--- config.mk ---
export PLATFORM = sky130hd
export DESIGN_NAME = dec
export DESIGN_NICKNAME = d
export VERILOG_FILES = /design/src/hdl/dec_pkg.sv /design/src/hdl/dec_ib_ctl.sv /design/src/hdl/dec_decode_ctl.sv /design/src/hdl/dec_gpr_ctl.sv /design/src/hdl/dec_trace.sv /design/src/hdl/dec.sv
export VERILOG_INCLUDE_DIRS = /design/src /design/src/hdl
export SDC_FILE = /design/constraint.sdc
export NUM_CORES = 2
export LEC_CHECK = 0
export BUFFER_PORTS_ARGS = -buffer_cell sky130_fd_sc_hd__buf_4
export CAP_MARGIN = 30
export CORE_ASPECT_RATIO = 1.1
export CORE_MARGIN = 1.5
export CORE_UTILIZATION = 39
export DETAILED_ROUTE_END_ITERATION = 8
export PLACE_DENSITY = 0.64
export SYNTH_ARGS = -nofsm -noshare
export SYNTH_HDL_FRONTEND = slang
export SYNTH_SLANG_ARGS = --single-unit
--- constraint.sdc ---
create_clock -name clk -period 17.45 [get_ports clk]
set_input_delay 1.745 -clock clk [delete_from_list [all_inputs] [get_ports clk]]
set_output_delay 1.745 -clock clk [all_outputs]
set_load 0.01 [all_outputs]
--- src/hdl/dec_params.svh ---
// widths, depths and exception codes of the decode unit, included by every rtl and bench file
`ifndef DEC_PARAMS_SVH
`define DEC_PARAMS_SVH

//**********************************************************************
// datapath
//**********************************************************************
`define DEC_XLEN         32   // integer register and result width
`define DEC_NUM_GPR      32   // architectural registers, x0 included
`define DEC_REG_W        5    // register address bits

//**********************************************************************
// buffering and exceptions
//**********************************************************************
`define DEC_IB_DEPTH     2    // instruction buffer entries
`define DEC_EXC_ILLEGAL  2    // mcause code, illegal instruction

`endif

--- src/hdl/dec_pkg.sv ---
// shared packet types of the decode unit, imported by wildcard in every module header
`default_nettype none

`include "dec_params.svh"

package dec_pkg;

   //**********************************************************************
   // fetch side
   //**********************************************************************

   typedef struct packed {
      logic [`DEC_XLEN-1:0] instr;      // 32b instruction word
      logic [`DEC_XLEN-1:1] pc;         // halfword pc, bit 0 implied
   } fetch_pkt_t;

   //**********************************************************************
   // execute side, one-hot op select
   //**********************************************************************

   typedef struct packed {
      logic add;
      logic sub;
      logic slt;                        // signed compare
      logic sltu;                       // unsigned compare
      logic land;
      logic lor;
      logic lxor;
      logic sll;
      logic srl;
      logic sra;
      logic lui;                        // pass immediate through
      logic imm;                        // operand b from immediate, not rs2
   } alu_pkt_t;

   //**********************************************************************
   // pipe bookkeeping e1 .. wb
   //**********************************************************************

   typedef struct packed {
      logic                  valid;     // stage holds an instruction
      logic [`DEC_REG_W-1:0] rd;        // destination
      logic                  wen;       // writes rd, never x0
      logic                  illegal;   // outside the decoded subset
      logic [`DEC_XLEN-1:0]  instr;
      logic [`DEC_XLEN-1:1]  pc;
   } dest_pkt_t;

   //**********************************************************************
   // retire report at wb1
   //**********************************************************************

   typedef struct packed {
      logic                 trace_rv_i_valid_ip;      // retired or excepted
      logic                 trace_rv_i_exception_ip;  // illegal instruction
      logic [4:0]           trace_rv_i_ecause_ip;     // cause, 0 on normal retire
      logic [`DEC_XLEN-1:0] trace_rv_i_insn_ip;
      logic [`DEC_XLEN-1:0] trace_rv_i_address_ip;    // byte address
   } trace_pkt_t;

endpackage

`default_nettype wire

--- src/hdl/dec_ib_ctl.sv ---
// instruction buffer between fetch and decode, instantiated once by the decode top level
`default_nettype none
`timescale 1ns/100ps

`include "dec_params.svh"

module dec_ib_ctl
   import dec_pkg::*;
(
   input  logic       clk,
   input  logic       reset,

   input  logic       ifu_i0_valid,      // fetch offers an instruction
   input  fetch_pkt_t ifu_i0_pkt,
   output logic       ifu_i0_ready,      // room for one more

   output logic       ib0_valid,         // head entry valid
   output fetch_pkt_t ib0_pkt,           // oldest instruction

   input  logic       dec_i0_decode_d    // head consumed this cycle
);

   localparam int DEPTH = `DEC_IB_DEPTH;
   localparam int CNT_W = $clog2(DEPTH + 1);

   fetch_pkt_t       ib_q     [DEPTH];   // entry 0 is the oldest
   fetch_pkt_t       ib_shift [DEPTH];   // what each entry takes on a pop
   logic [CNT_W-1:0] ib_cnt;             // occupied entries
   logic [CNT_W-1:0] wr_idx;             // slot for the incoming fetch
   logic             push;
   logic             pop;

   assign ifu_i0_ready = (ib_cnt != CNT_W'(DEPTH)); // low only when full
   assign push         = ifu_i0_valid & ifu_i0_ready;
   assign pop          = dec_i0_decode_d & ib0_valid;
   assign wr_idx       = ib_cnt - CNT_W'(pop);       // lands below a departing head

   assign ib0_valid    = (ib_cnt != '0);
   assign ib0_pkt      = ib_q[0];

   // each entry shifts down from the next, last one holds
   for (genvar i = 0; i < DEPTH; i++) begin : g_shift
      if (i < DEPTH - 1) begin : g_mid
         assign ib_shift[i] = ib_q[i+1];
      end else begin : g_last
         assign ib_shift[i] = ib_q[i];
      end
   end

   //**********************************************************************
   // occupancy
   //**********************************************************************

   always_ff @(posedge clk) begin
      if (reset) begin
         ib_cnt <= '0;
      end else begin
         ib_cnt <= ib_cnt + CNT_W'(push) - CNT_W'(pop);
      end
   end

   // entry payload, order kept by shifting toward 0
   always_ff @(posedge clk) begin
      for (int i = 0; i < DEPTH; i++) begin
         if (push && (wr_idx == CNT_W'(i))) begin
            ib_q[i] <= ifu_i0_pkt;       // new fetch behind the survivors
         end else if (pop) begin
            ib_q[i] <= ib_shift[i];      // advance one place
         end
      end
   end

endmodule

`default_nettype wire

--- src/hdl/dec_decode_ctl.sv ---
// slot 0 decoder with raw scoreboard and e1 to wb pipe, instantiated by the decode top level
`default_nettype none
`timescale 1ns/100ps

`include "dec_params.svh"

module dec_decode_ctl
   import dec_pkg::*;
(
   input  logic                  clk,
   input  logic                  reset,

   input  logic                  ib0_valid,          // buffer head valid
   input  fetch_pkt_t            ib0_pkt,

   output logic                  dec_i0_decode_d,    // head issues, pops buffer
   output alu_pkt_t              i0_ap,              // alu op to execute
   output logic [`DEC_XLEN-1:0]  dec_i0_immed_d,
   output logic [`DEC_REG_W-1:0] dec_i0_rs1_d,       // gpr read addresses
   output logic [`DEC_REG_W-1:0] dec_i0_rs2_d,
   output logic                  dec_i0_rs1_en_d,
   output logic                  dec_i0_rs2_en_d,
   output logic [`DEC_XLEN-1:1]  dec_i0_pc_d,

   output logic                  dec_tlu_i0_valid_e4,
   output logic [`DEC_XLEN-1:1]  dec_tlu_i0_pc_e4,
   input  logic [`DEC_XLEN-1:0]  exu_i0_result_e4,   // alu result, same cycle as e4

   output logic [`DEC_REG_W-1:0] dec_i0_waddr_wb,    // gpr write port
   output logic                  dec_i0_wen_wb,
   output logic [`DEC_XLEN-1:0]  dec_i0_wdata_wb,
   output dest_pkt_t             dec_i0_wb_pkt       // to trace
);

   localparam logic [6:0] OPC_OP     = 7'b0110011;
   localparam logic [6:0] OPC_OP_IMM = 7'b0010011;
   localparam logic [6:0] OPC_LUI    = 7'b0110111;
   localparam logic [6:0] F7_BASE    = 7'b0000000;
   localparam logic [6:0] F7_ALT     = 7'b0100000;   // sub, sra
   localparam int         E4         = 4;
   localparam int         WB         = 5;

   logic [`DEC_XLEN-1:0]  instr;
   logic [6:0]            opcode;
   logic [2:0]            funct3;
   logic [6:0]            funct7;
   logic [`DEC_REG_W-1:0] rd;
   logic                  legal;
   logic                  sb_stall;
   dest_pkt_t             d_pkt;
   dest_pkt_t             pipe_q [1:WB];             // e1 .. e4, wb

   // source hits a pending write
   function automatic logic raw_hit(input dest_pkt_t             p,
                                    input logic [`DEC_REG_W-1:0] rs,
                                    input logic                  rs_en);
      raw_hit = p.valid & p.wen & rs_en & (rs != '0) & (p.rd == rs);
   endfunction

   assign instr        = ib0_pkt.instr;
   assign opcode       = instr[6:0];
   assign funct3       = instr[14:12];
   assign funct7       = instr[31:25];
   assign rd           = instr[11:7];
   assign dec_i0_rs1_d = instr[19:15];
   assign dec_i0_rs2_d = instr[24:20];
   assign dec_i0_pc_d  = ib0_pkt.pc;

   //**********************************************************************
   // decode, rv32i alu subset plus lui
   //**********************************************************************

   always_comb begin
      i0_ap           = '0;
      dec_i0_rs1_en_d = 1'b0;
      dec_i0_rs2_en_d = 1'b0;
      dec_i0_immed_d  = '0;
      case (opcode)
         OPC_OP: begin
            case ({funct7, funct3})
               {F7_BASE, 3'b000}: i0_ap.add  = 1'b1;
               {F7_ALT,  3'b000}: i0_ap.sub  = 1'b1;
               {F7_BASE, 3'b001}: i0_ap.sll  = 1'b1;
               {F7_BASE, 3'b010}: i0_ap.slt  = 1'b1;
               {F7_BASE, 3'b011}: i0_ap.sltu = 1'b1;
               {F7_BASE, 3'b100}: i0_ap.lxor = 1'b1;
               {F7_BASE, 3'b101}: i0_ap.srl  = 1'b1;
               {F7_ALT,  3'b101}: i0_ap.sra  = 1'b1;
               {F7_BASE, 3'b110}: i0_ap.lor  = 1'b1;
               {F7_BASE, 3'b111}: i0_ap.land = 1'b1;
               default:           i0_ap      = '0;    // bad funct7
            endcase
            dec_i0_rs1_en_d = 1'b1;
            dec_i0_rs2_en_d = 1'b1;
         end
         OPC_OP_IMM: begin
            case (funct3)
               3'b000:  i0_ap.add  = 1'b1;
               3'b001:  i0_ap.sll  = (funct7 == F7_BASE);
               3'b010:  i0_ap.slt  = 1'b1;
               3'b011:  i0_ap.sltu = 1'b1;
               3'b100:  i0_ap.lxor = 1'b1;
               3'b101: begin
                  i0_ap.srl = (funct7 == F7_BASE);
                  i0_ap.sra = (funct7 == F7_ALT);
               end
               3'b110:  i0_ap.lor  = 1'b1;
               default: i0_ap.land = 1'b1;           // andi
            endcase
            i0_ap.imm       = 1'b1;
            dec_i0_rs1_en_d = 1'b1;
            dec_i0_immed_d  = {{(`DEC_XLEN-12){instr[31]}}, instr[31:20]}; // i-type
         end
         OPC_LUI: begin
            i0_ap.lui      = 1'b1;
            i0_ap.imm      = 1'b1;
            dec_i0_immed_d = {instr[31:12], 12'b0};  // u-type
         end
         default: i0_ap = '0;
      endcase
      legal = i0_ap.add | i0_ap.sub | i0_ap.slt | i0_ap.sltu | i0_ap.land | i0_ap.lor |
              i0_ap.lxor | i0_ap.sll | i0_ap.srl | i0_ap.sra | i0_ap.lui;
      if (!legal) begin                               // no reads, no op
         i0_ap           = '0;
         dec_i0_rs1_en_d = 1'b0;
         dec_i0_rs2_en_d = 1'b0;
         dec_i0_immed_d  = '0;
      end
   end

   //**********************************************************************
   // scoreboard, stall on raw against e1 .. e4
   //**********************************************************************

   always_comb begin
      sb_stall = 1'b0;
      for (int i = 1; i <= E4; i++) begin
         sb_stall |= raw_hit(pipe_q[i], dec_i0_rs1_d, dec_i0_rs1_en_d) |
                     raw_hit(pipe_q[i], dec_i0_rs2_d, dec_i0_rs2_en_d);
      end
   end

   assign dec_i0_decode_d = ib0_valid & ~sb_stall;

   always_comb begin
      d_pkt.valid   = dec_i0_decode_d;               // bubble on stall
      d_pkt.rd      = rd;
      d_pkt.wen     = legal & (rd != '0);            // x0 write dropped here
      d_pkt.illegal = ~legal;
      d_pkt.instr   = instr;
      d_pkt.pc      = ib0_pkt.pc;
   end

   //**********************************************************************
   // e1 .. wb stage registers
   //**********************************************************************

   always_ff @(posedge clk) begin
      if (reset) begin
         for (int i = 1; i <= WB; i++) begin
            pipe_q[i] <= '0;
         end
      end else begin
         pipe_q[1] <= d_pkt;
         for (int i = 2; i <= WB; i++) begin
            pipe_q[i] <= pipe_q[i-1];
         end
      end
   end

   always_ff @(posedge clk) begin
      dec_i0_wdata_wb <= exu_i0_result_e4;           // result rides along into wb
   end

   // every decoded instruction shows at e4, illegal ones too
   assign dec_tlu_i0_valid_e4 = pipe_q[E4].valid;
   assign dec_tlu_i0_pc_e4    = pipe_q[E4].pc;

   assign dec_i0_waddr_wb     = pipe_q[WB].rd;
   assign dec_i0_wen_wb       = pipe_q[WB].valid & pipe_q[WB].wen;
   assign dec_i0_wb_pkt       = pipe_q[WB];

endmodule

`default_nettype wire

--- src/hdl/dec_gpr_ctl.sv ---
// integer register file with two read ports and one write port, instantiated by the decode top
`default_nettype none
`timescale 1ns/100ps

`include "dec_params.svh"

module dec_gpr_ctl
   import dec_pkg::*;
(
   input  logic                  clk,
   input  logic                  reset,

   input  logic [`DEC_REG_W-1:0] raddr0,     // rs1
   input  logic                  rden0,
   input  logic [`DEC_REG_W-1:0] raddr1,     // rs2
   input  logic                  rden1,

   input  logic [`DEC_REG_W-1:0] waddr0,     // wb write
   input  logic                  wen0,
   input  logic [`DEC_XLEN-1:0]  wd0,

   output logic [`DEC_XLEN-1:0]  rd0,
   output logic [`DEC_XLEN-1:0]  rd1
);

   logic [`DEC_XLEN-1:0] gpr_q [1:`DEC_NUM_GPR-1];   // x0 has no storage

   // one read port, write-through from wb
   function automatic logic [`DEC_XLEN-1:0] gpr_read(input logic [`DEC_REG_W-1:0] addr,
                                                      input logic                  en);
      gpr_read = '0;                                 // disabled or x0
      if (en && (addr != '0)) begin
         gpr_read = (wen0 && (waddr0 == addr)) ? wd0 : gpr_q[addr];
      end
   endfunction

   always_ff @(posedge clk) begin
      if (reset) begin
         for (int i = 1; i < `DEC_NUM_GPR; i++) begin
            gpr_q[i] <= '0;                          // all read zero after reset
         end
      end else if (wen0 && (waddr0 != '0)) begin
         gpr_q[waddr0] <= wd0;
      end
   end

   always_comb begin
      rd0 = gpr_read(raddr0, rden0);
      rd1 = gpr_read(raddr1, rden1);
   end

endmodule

`default_nettype wire

--- src/hdl/dec_trace.sv ---
// wb1 staging and retire trace packet assembly, instantiated by the decode top level
`default_nettype none
`timescale 1ns/100ps

`include "dec_params.svh"

module dec_trace
   import dec_pkg::*;
(
   input  logic       clk,
   input  logic       reset,

   input  dest_pkt_t  dec_i0_wb_pkt,        // instruction leaving wb
   output trace_pkt_t trace_rv_trace_pkt    // one report per instruction
);

   dest_pkt_t wb1_q;
   logic      exc_wb1;

   // one stage past wb
   always_ff @(posedge clk) begin
      if (reset) begin
         wb1_q <= '0;
      end else begin
         wb1_q <= dec_i0_wb_pkt;
      end
   end

   assign exc_wb1 = wb1_q.valid & wb1_q.illegal;  // only exception source here

   //**********************************************************************
   // packet fields
   //**********************************************************************

   assign trace_rv_trace_pkt.trace_rv_i_valid_ip     = wb1_q.valid;
   assign trace_rv_trace_pkt.trace_rv_i_exception_ip = exc_wb1;
   assign trace_rv_trace_pkt.trace_rv_i_ecause_ip    = exc_wb1 ? 5'(`DEC_EXC_ILLEGAL) : 5'd0;
   assign trace_rv_trace_pkt.trace_rv_i_insn_ip      = wb1_q.instr;
   assign trace_rv_trace_pkt.trace_rv_i_address_ip   = {wb1_q.pc, 1'b0}; // back to bytes

endmodule

`default_nettype wire

--- src/hdl/dec.sv ---
// decode unit top level, wires the buffer, decoder, register file and trace for the core
`default_nettype none
`timescale 1ns/100ps

`include "dec_params.svh"

module dec
   import dec_pkg::*;
(
   input  logic                 clk,
   input  logic                 reset,

   input  logic                 ifu_i0_valid,         // fetch handshake
   input  fetch_pkt_t           ifu_i0_pkt,
   output logic                 ifu_i0_ready,

   output logic                 dec_i0_decode_d,      // qualifies the d outputs
   output alu_pkt_t             i0_ap,
   output logic [`DEC_XLEN-1:0] dec_i0_immed_d,
   output logic [`DEC_XLEN-1:0] gpr_i0_rs1_d,         // operands from the arf
   output logic [`DEC_XLEN-1:0] gpr_i0_rs2_d,
   output logic [`DEC_XLEN-1:1] dec_i0_pc_d,

   output logic                 dec_tlu_i0_valid_e4,
   output logic [`DEC_XLEN-1:1] dec_tlu_i0_pc_e4,
   input  logic [`DEC_XLEN-1:0] exu_i0_result_e4,

   output trace_pkt_t           trace_rv_trace_pkt
);

   // buffer head
   logic                  ib0_valid;
   fetch_pkt_t            ib0_pkt;

   // gpr reads at d
   logic [`DEC_REG_W-1:0] dec_i0_rs1_d;
   logic [`DEC_REG_W-1:0] dec_i0_rs2_d;
   logic                  dec_i0_rs1_en_d;
   logic                  dec_i0_rs2_en_d;

   // gpr write at wb
   logic [`DEC_REG_W-1:0] dec_i0_waddr_wb;
   logic                  dec_i0_wen_wb;
   logic [`DEC_XLEN-1:0]  dec_i0_wdata_wb;
   dest_pkt_t             dec_i0_wb_pkt;

   dec_ib_ctl instbuff (.*);

   dec_decode_ctl decode (.*);

   dec_gpr_ctl arf (.*,
                    .raddr0(dec_i0_rs1_d),    .rden0(dec_i0_rs1_en_d),
                    .raddr1(dec_i0_rs2_d),    .rden1(dec_i0_rs2_en_d),
                    .waddr0(dec_i0_waddr_wb), .wen0(dec_i0_wen_wb),
                    .wd0(dec_i0_wdata_wb),
                    .rd0(gpr_i0_rs1_d),       .rd1(gpr_i0_rs2_d));

   dec_trace trace (.*);

endmodule

`default_nettype wire

### Word level (Yosys, flattened, before mapping)

Memories as Yosys holds them, arrays and structs flattened.
Index checks and enable logic that the tools add are counted.

* bits in writable memories: 1473
* flip-flop bits (word level): 99
* output and inout port bits: 244
* memories: 3

* equal/unequal tests: 31
* add/sub/neg operators: 3
* reductions and logical operators: 20
* bitwise logic cells: 60
* mux-type cells: 60

Memories
* arf.gpr_q: depth 31, width 32, rd ports 2, clocked after Yosys merged registers in 0, wr ports 31, line dec_gpr_ctl.sv:26 `` logic [`DEC_XLEN-1:0] gpr_q [1:`DEC_NUM_GPR-1]; ``
* decode.pipe_q: depth 5, width 71, rd ports 5, clocked after Yosys merged registers in 0, wr ports 5, line dec_decode_ctl.sv:51 `dest_pkt_t pipe_q [1:WB];`
* instbuff.ib_q: depth 2, width 63, rd ports 2, clocked after Yosys merged registers in 0, wr ports 2, line dec_ib_ctl.sv:26 `fetch_pkt_t ib_q [DEPTH];`

Operators by type and width (count)
* 71-bit two-way mux: 5
* 32-bit two-way mux: 6
* 63-bit two-way mux: 2
* 32-bit one-hot mux with 2 select lines: 1
* 5-bit equality test: 10
* 10-bit by 3-bit equality test with 1-bit output, second input constant: 4
* 1-bit two-way mux: 40
* 1-bit bitwise AND: 34
* 32-bit OR reduction: 1
* 1-bit OR: 24
* 7-bit by 6-bit equality test with 1-bit output, second input constant: 3
* 10-bit by 2-bit equality test with 1-bit output, second input constant: 2
* 10-bit by 9-bit equality test with 1-bit output, second input constant: 2
* 5-bit nonzero test: 4
* 8-bit one-hot mux with 2 select lines: 1
* 12-bit two-way mux: 1
* 10-bit by 1-bit equality test with 1-bit output, second input constant: 1
* 10-bit logical NOT: 1
* 3-bit equality test, second input constant: 3
* 7-bit by 5-bit equality test with 1-bit output, second input constant: 1
* 1-bit logical AND: 7
* 7-bit logical NOT: 1
* 7-bit OR reduction: 1
* 3-bit by 2-bit equality test with 1-bit output, second input constant: 2
* other kinds (13): 17

### Longest topological paths before layout

An unclocked memory read counts as a cell.

* depth after elaboration: 31
* gate-level depth with buffers: 20
* gate-level depth less buffers: 15

### Modules after synthesis

Synthesis repeated with hierarchy kept, for this count alone.

* cells, all modules: 5336
* area total of the unflattened synthesis: 74345.1 sq um

Modules (own cells, without submodules)
* dec_gpr_ctl: seq. area each 30749.5 sq um, times used 1, area an instance 55117.9 sq um, cells each 3821
* dec_decode_ctl: seq. area each 7247.0 sq um, times used 1, area an instance 11772.5 sq um, cells each 1081
* dec_ib_ctl: seq. area each 3823.7 sq um, times used 1, area an instance 5056.1 sq um, cells each 224
* dec_trace: seq. area each 1301.2 sq um, times used 1, area an instance 2398.6 sq um, cells each 210

### Worst setup path after synthesis

Ideal clock, no wire load.

* path type: register to register
* from: memory instbuff.ib_q[0][43] in the netlist's numbering
* to: memory instbuff.ib_q[1][0] in the netlist's numbering (enable)
* setup slack: 10.101 ns
* setup time: 0.562 ns
* stages on the path, launching flop included: 12
* arrival: 6.787 ns
* cell sequence: edfxtp_1 buf_2 or4b_1 o31a_1 o211ai_4 buf_6 buf_6 o21a_1 nor2_1 ha_1 xor2_1 nor3_1

RTL lines (line)
* start, declared: dec_ib_ctl.sv:26

==> flow_summary_export.csv <==
group,metric,value,unit
run_status,status,"completed",
worst_setup_path,crit_start,"instbuff.ib_q[0][51]$_DFFE_PP_",
logic_synthesis,synth_enable_flop_cells,1150,
routing,wl,231000,um
logic_synthesis,ys.flop_type,"edfxtp_1",
worst_setup_path,rrSetupSlack,11.53,ns
cells_and_area,layout_commonest_cell,"edfxtp_1",
logic_synthesis,synth_seq_area_share,0.578,
placed_design,place_inst,7713,
cts,numCtsBuffers,164,
power,power_density,149,nW/um^2
cts,clockBufferDepth,3,
cells_and_area,drive_gt1_frac,0.255,
floorplan,fp-row-count,168,
routing,vias,45600,
cts,cts_tree,"built",
timing,max_slew_margin,0.285,
logic_synthesis,ys_top_cells_by_area,"edfxtp_1, mux4_2, dfxtp_1",
cts,clock-sinks,1579,
cells_and_area,stdcell_count,8046,
logic_synthesis,synthArstFlopShare,0,
routing,vias_per_cell,5.67,
floorplan,io_pins,342,
routing,postRouteAntennaNets,0,
worst_setup_path,reg2reg_from,"instbuff.ib_q[0][47]$_DFFE_PP_",
floorplan,die_h,462,um
worst_setup_path,worstPathMaxFanout,106,
cells_and_area,finalNetCount,5435,
worst_setup_path,start_kind,"register",
floorplan,die_area,194000,um^2
logic_synthesis,netlist_instances,5276,
grt,grt_first_pass_wirelength,328000,um
logic_synthesis,yosys_register_bits,1579,
logic_synthesis,ys_warn_count,0,
power,irDropWorstVdd,224,uV
grt,grt_max_degree,232,
cells_and_area,fillers,16700,
floorplan,core,190000,um^2
power,total_leakage_power,31.0,nW
grt,grt_util_all_layers,0.236,
cells_and_area,multi_input_area,28600,um^2
logic_synthesis,avgSynthCellArea,14.1,um^2
grt,antenna_found_initial,26,
logic_synthesis,synth_top_area_frac,0.463,
floorplan,die_x,420,um
worst_setup_path,path_class,"register to output pin",
routing,first_iter_violations,5400,
cells_and_area,syn2layout_area_growth,13.2,%
timing,finalCriticalPeriod,7.26,ns
worst_setup_path,endpoint_kind,"output pin",
cells_and_area,regArea,43100,um^2
logic_synthesis,ys_types,53,
cts,cts-hold-fix-buffers,0,
grt,grt_pass1_vias,45700,
logic_synthesis,yosysTopAreaCell,"edfxtp_1",
logic_synthesis,syn_area,74600,um^2
cts,htreeDepth,4,
placed_design,routabilityCongestion,0.872,
cells_and_area,most-common-layout-cells,"edfxtp_1, and2_1, mux4_2, buf_4, dfxtp_1",
hold_path,min_path_type,"register to register",
timing,rsz0062_at_grt,"no",
worst_setup_path,cp.arrival,5.51,ns
routing,route.detailed.drc,0,
cts,clkTransAtPathRegs,0.06,ns
timing,skew,0.0329,ns
timing,fin_ws,10.19,ns
cts,postCtsSetupBuffers,0,
flow_run,drv.max_cap_violation_count,0,
placed_design,place.port_buffers,336,
routing,drtPass1Iterations,6,
cts,cts_resized,0,
timing,max_freq,138,MHz
worst_setup_path,cp-endpoint,"gpr_i0_rs2_d[24]",
worst_setup_path,reg2regPathDepth,17,
timing,fin_hold_ws,0.426,ns
routing,routedWlPerCell,28.7,um
timing,finalSetupTns,0,ns
placed_design,hpwl,132000,um
placed_design,dp_slack,11.04,ns
floorplan,initial_core_util,0.392,
worst_setup_path,required,15.70,ns
timing,slew_violations,0,
cts,insertion_delay,0.84,ns
timing,final.period_utilization,0.416,
grt,grt-ovfl-total,0,
cells_and_area,fin_util,0.444,
worst_setup_path,rr_endpoint,"instbuff.ib_q[0][29]$_DFFE_PP_",
timing,finalSetupViolCount,0,
timing,tightest_slew,1.07,ns
cts,cts-root-buf,"clkbuf_16",
timing,finalHoldViolCount,0,
## how the worst min path moves through the flow
stage          cells past startpoint                                       to                        startpoint  slack, ns
5_1_grt                            1  trace.trace_rv_trace_pkt[15]$_SDFF_PP0_  decode.pipe_q[0][369]$_SDFF_PP0_       0.45
3_3_place_gp                       1         decode.pipe_q[0][343]$_SDFF_PP0_  decode.pipe_q[0][272]$_SDFF_PP0_       0.41
3_5_place_dp                       1         decode.pipe_q[0][170]$_SDFF_PP0_   decode.pipe_q[0][99]$_SDFF_PP0_       0.42
4_1_cts                            1  trace.trace_rv_trace_pkt[15]$_SDFF_PP0_  decode.pipe_q[0][369]$_SDFF_PP0_       0.43
6_report                           1  trace.trace_rv_trace_pkt[15]$_SDFF_PP0_  decode.pipe_q[0][369]$_SDFF_PP0_       0.43
2_1_floorplan                      1         decode.pipe_q[0][142]$_SDFF_PP0_   decode.pipe_q[0][71]$_SDFF_PP0_       0.41
## kinds of logic after synthesis
| kind of cell | synth area share |
|---|---|
| fa+ha+maj | 0.000335 |
| flops | 0.578 |
| buf+inv | 0.0427 |
| xor+xnor | 0.00622 |
| mux | 0.189 |
| other cells | 0.0000503 |
| compound gates | 0.0348 |
| simple gates | 0.149 |
## synth_stat cells (44+ instances only)
cell / n
and2_1: 1007
a211oi_1: 44
mux4_2: 567
nand2_1: 215
nor2_1: 163
o21ai_0: 97
dfxtp_1: 429
buf_2: 87
nand3_1: 73
clkbuf_1: 339
buf_4: 148
a221oi_1: 72
mux2i_1: 130
nor2b_1: 392
a21oi_1: 67
o311ai_1: 62
edfxtp_1: 1150
## per-layer routing
layer,global-route usage,part of all wire,up-vias,wire length (um)
met4,0.137,0.062,12,14400
met5,0,0.00035,-,81
met3,0.0452,0.082,572,18900
met2,0.383,0.48,2236,110000
met1,0.295,0.38,23400,87200
li1,-,-,19400,-
## flip-flops by register name (all words and copies together) (netlist names)
signal                    flops
arf.gpr_q                  1024
decode.pipe_q               330
instbuff.ib_q               126
trace.trace_rv_trace_pkt     64
decode.dec_i0_wdata_wb       32
instbuff.ib_cnt               2
trace.wb1_q                   1
## power breakdown
| part | switching (W) | internal, W |
|---|---|---|
| Combinational | 0.00249 | 0.00192 |
| Clock | 0.00157 | 0.00199 |
| Sequential | 0.000224 | 0.00440 |
| Total | 0.00428 | 0.00831 |
## through the flow
stage / cell area, um^2 / total power (W)
after floorplan: 74700 / 0.00772
after global placement: 78400 / 0.00900
after detailed placement: 78900 / 0.00906
after CTS: 84300 / 0.0126
after global routing: 84400 / 0.0130
final: 84500 / 0.0126
## layout make-up
type / count / area share
clock buffer: 217 / 0.0533
clock inverter: 90 / 0.0113
sequential: 1579 / 0.511
multi-input combinational: 3097 / 0.338
timing repair buffer: 485 / 0.0478
antenna: 20 / 0.000593
inverter: 8 / 0.000356
tap: 2550 / 0.0378
## worst max-delay path, stage by stage (launching register included)
cell and delay [ns]:
edfxtp_1 0.37, buf_12 0.63, buf_4 0.76, buf_4 0.70, mux4_2 0.37, mux4_2 0.32, mux2i_1 0.10, a211oi_1 0.92
buf_4 0.26
Note: power is estimated with default switching activity, not from simulation.
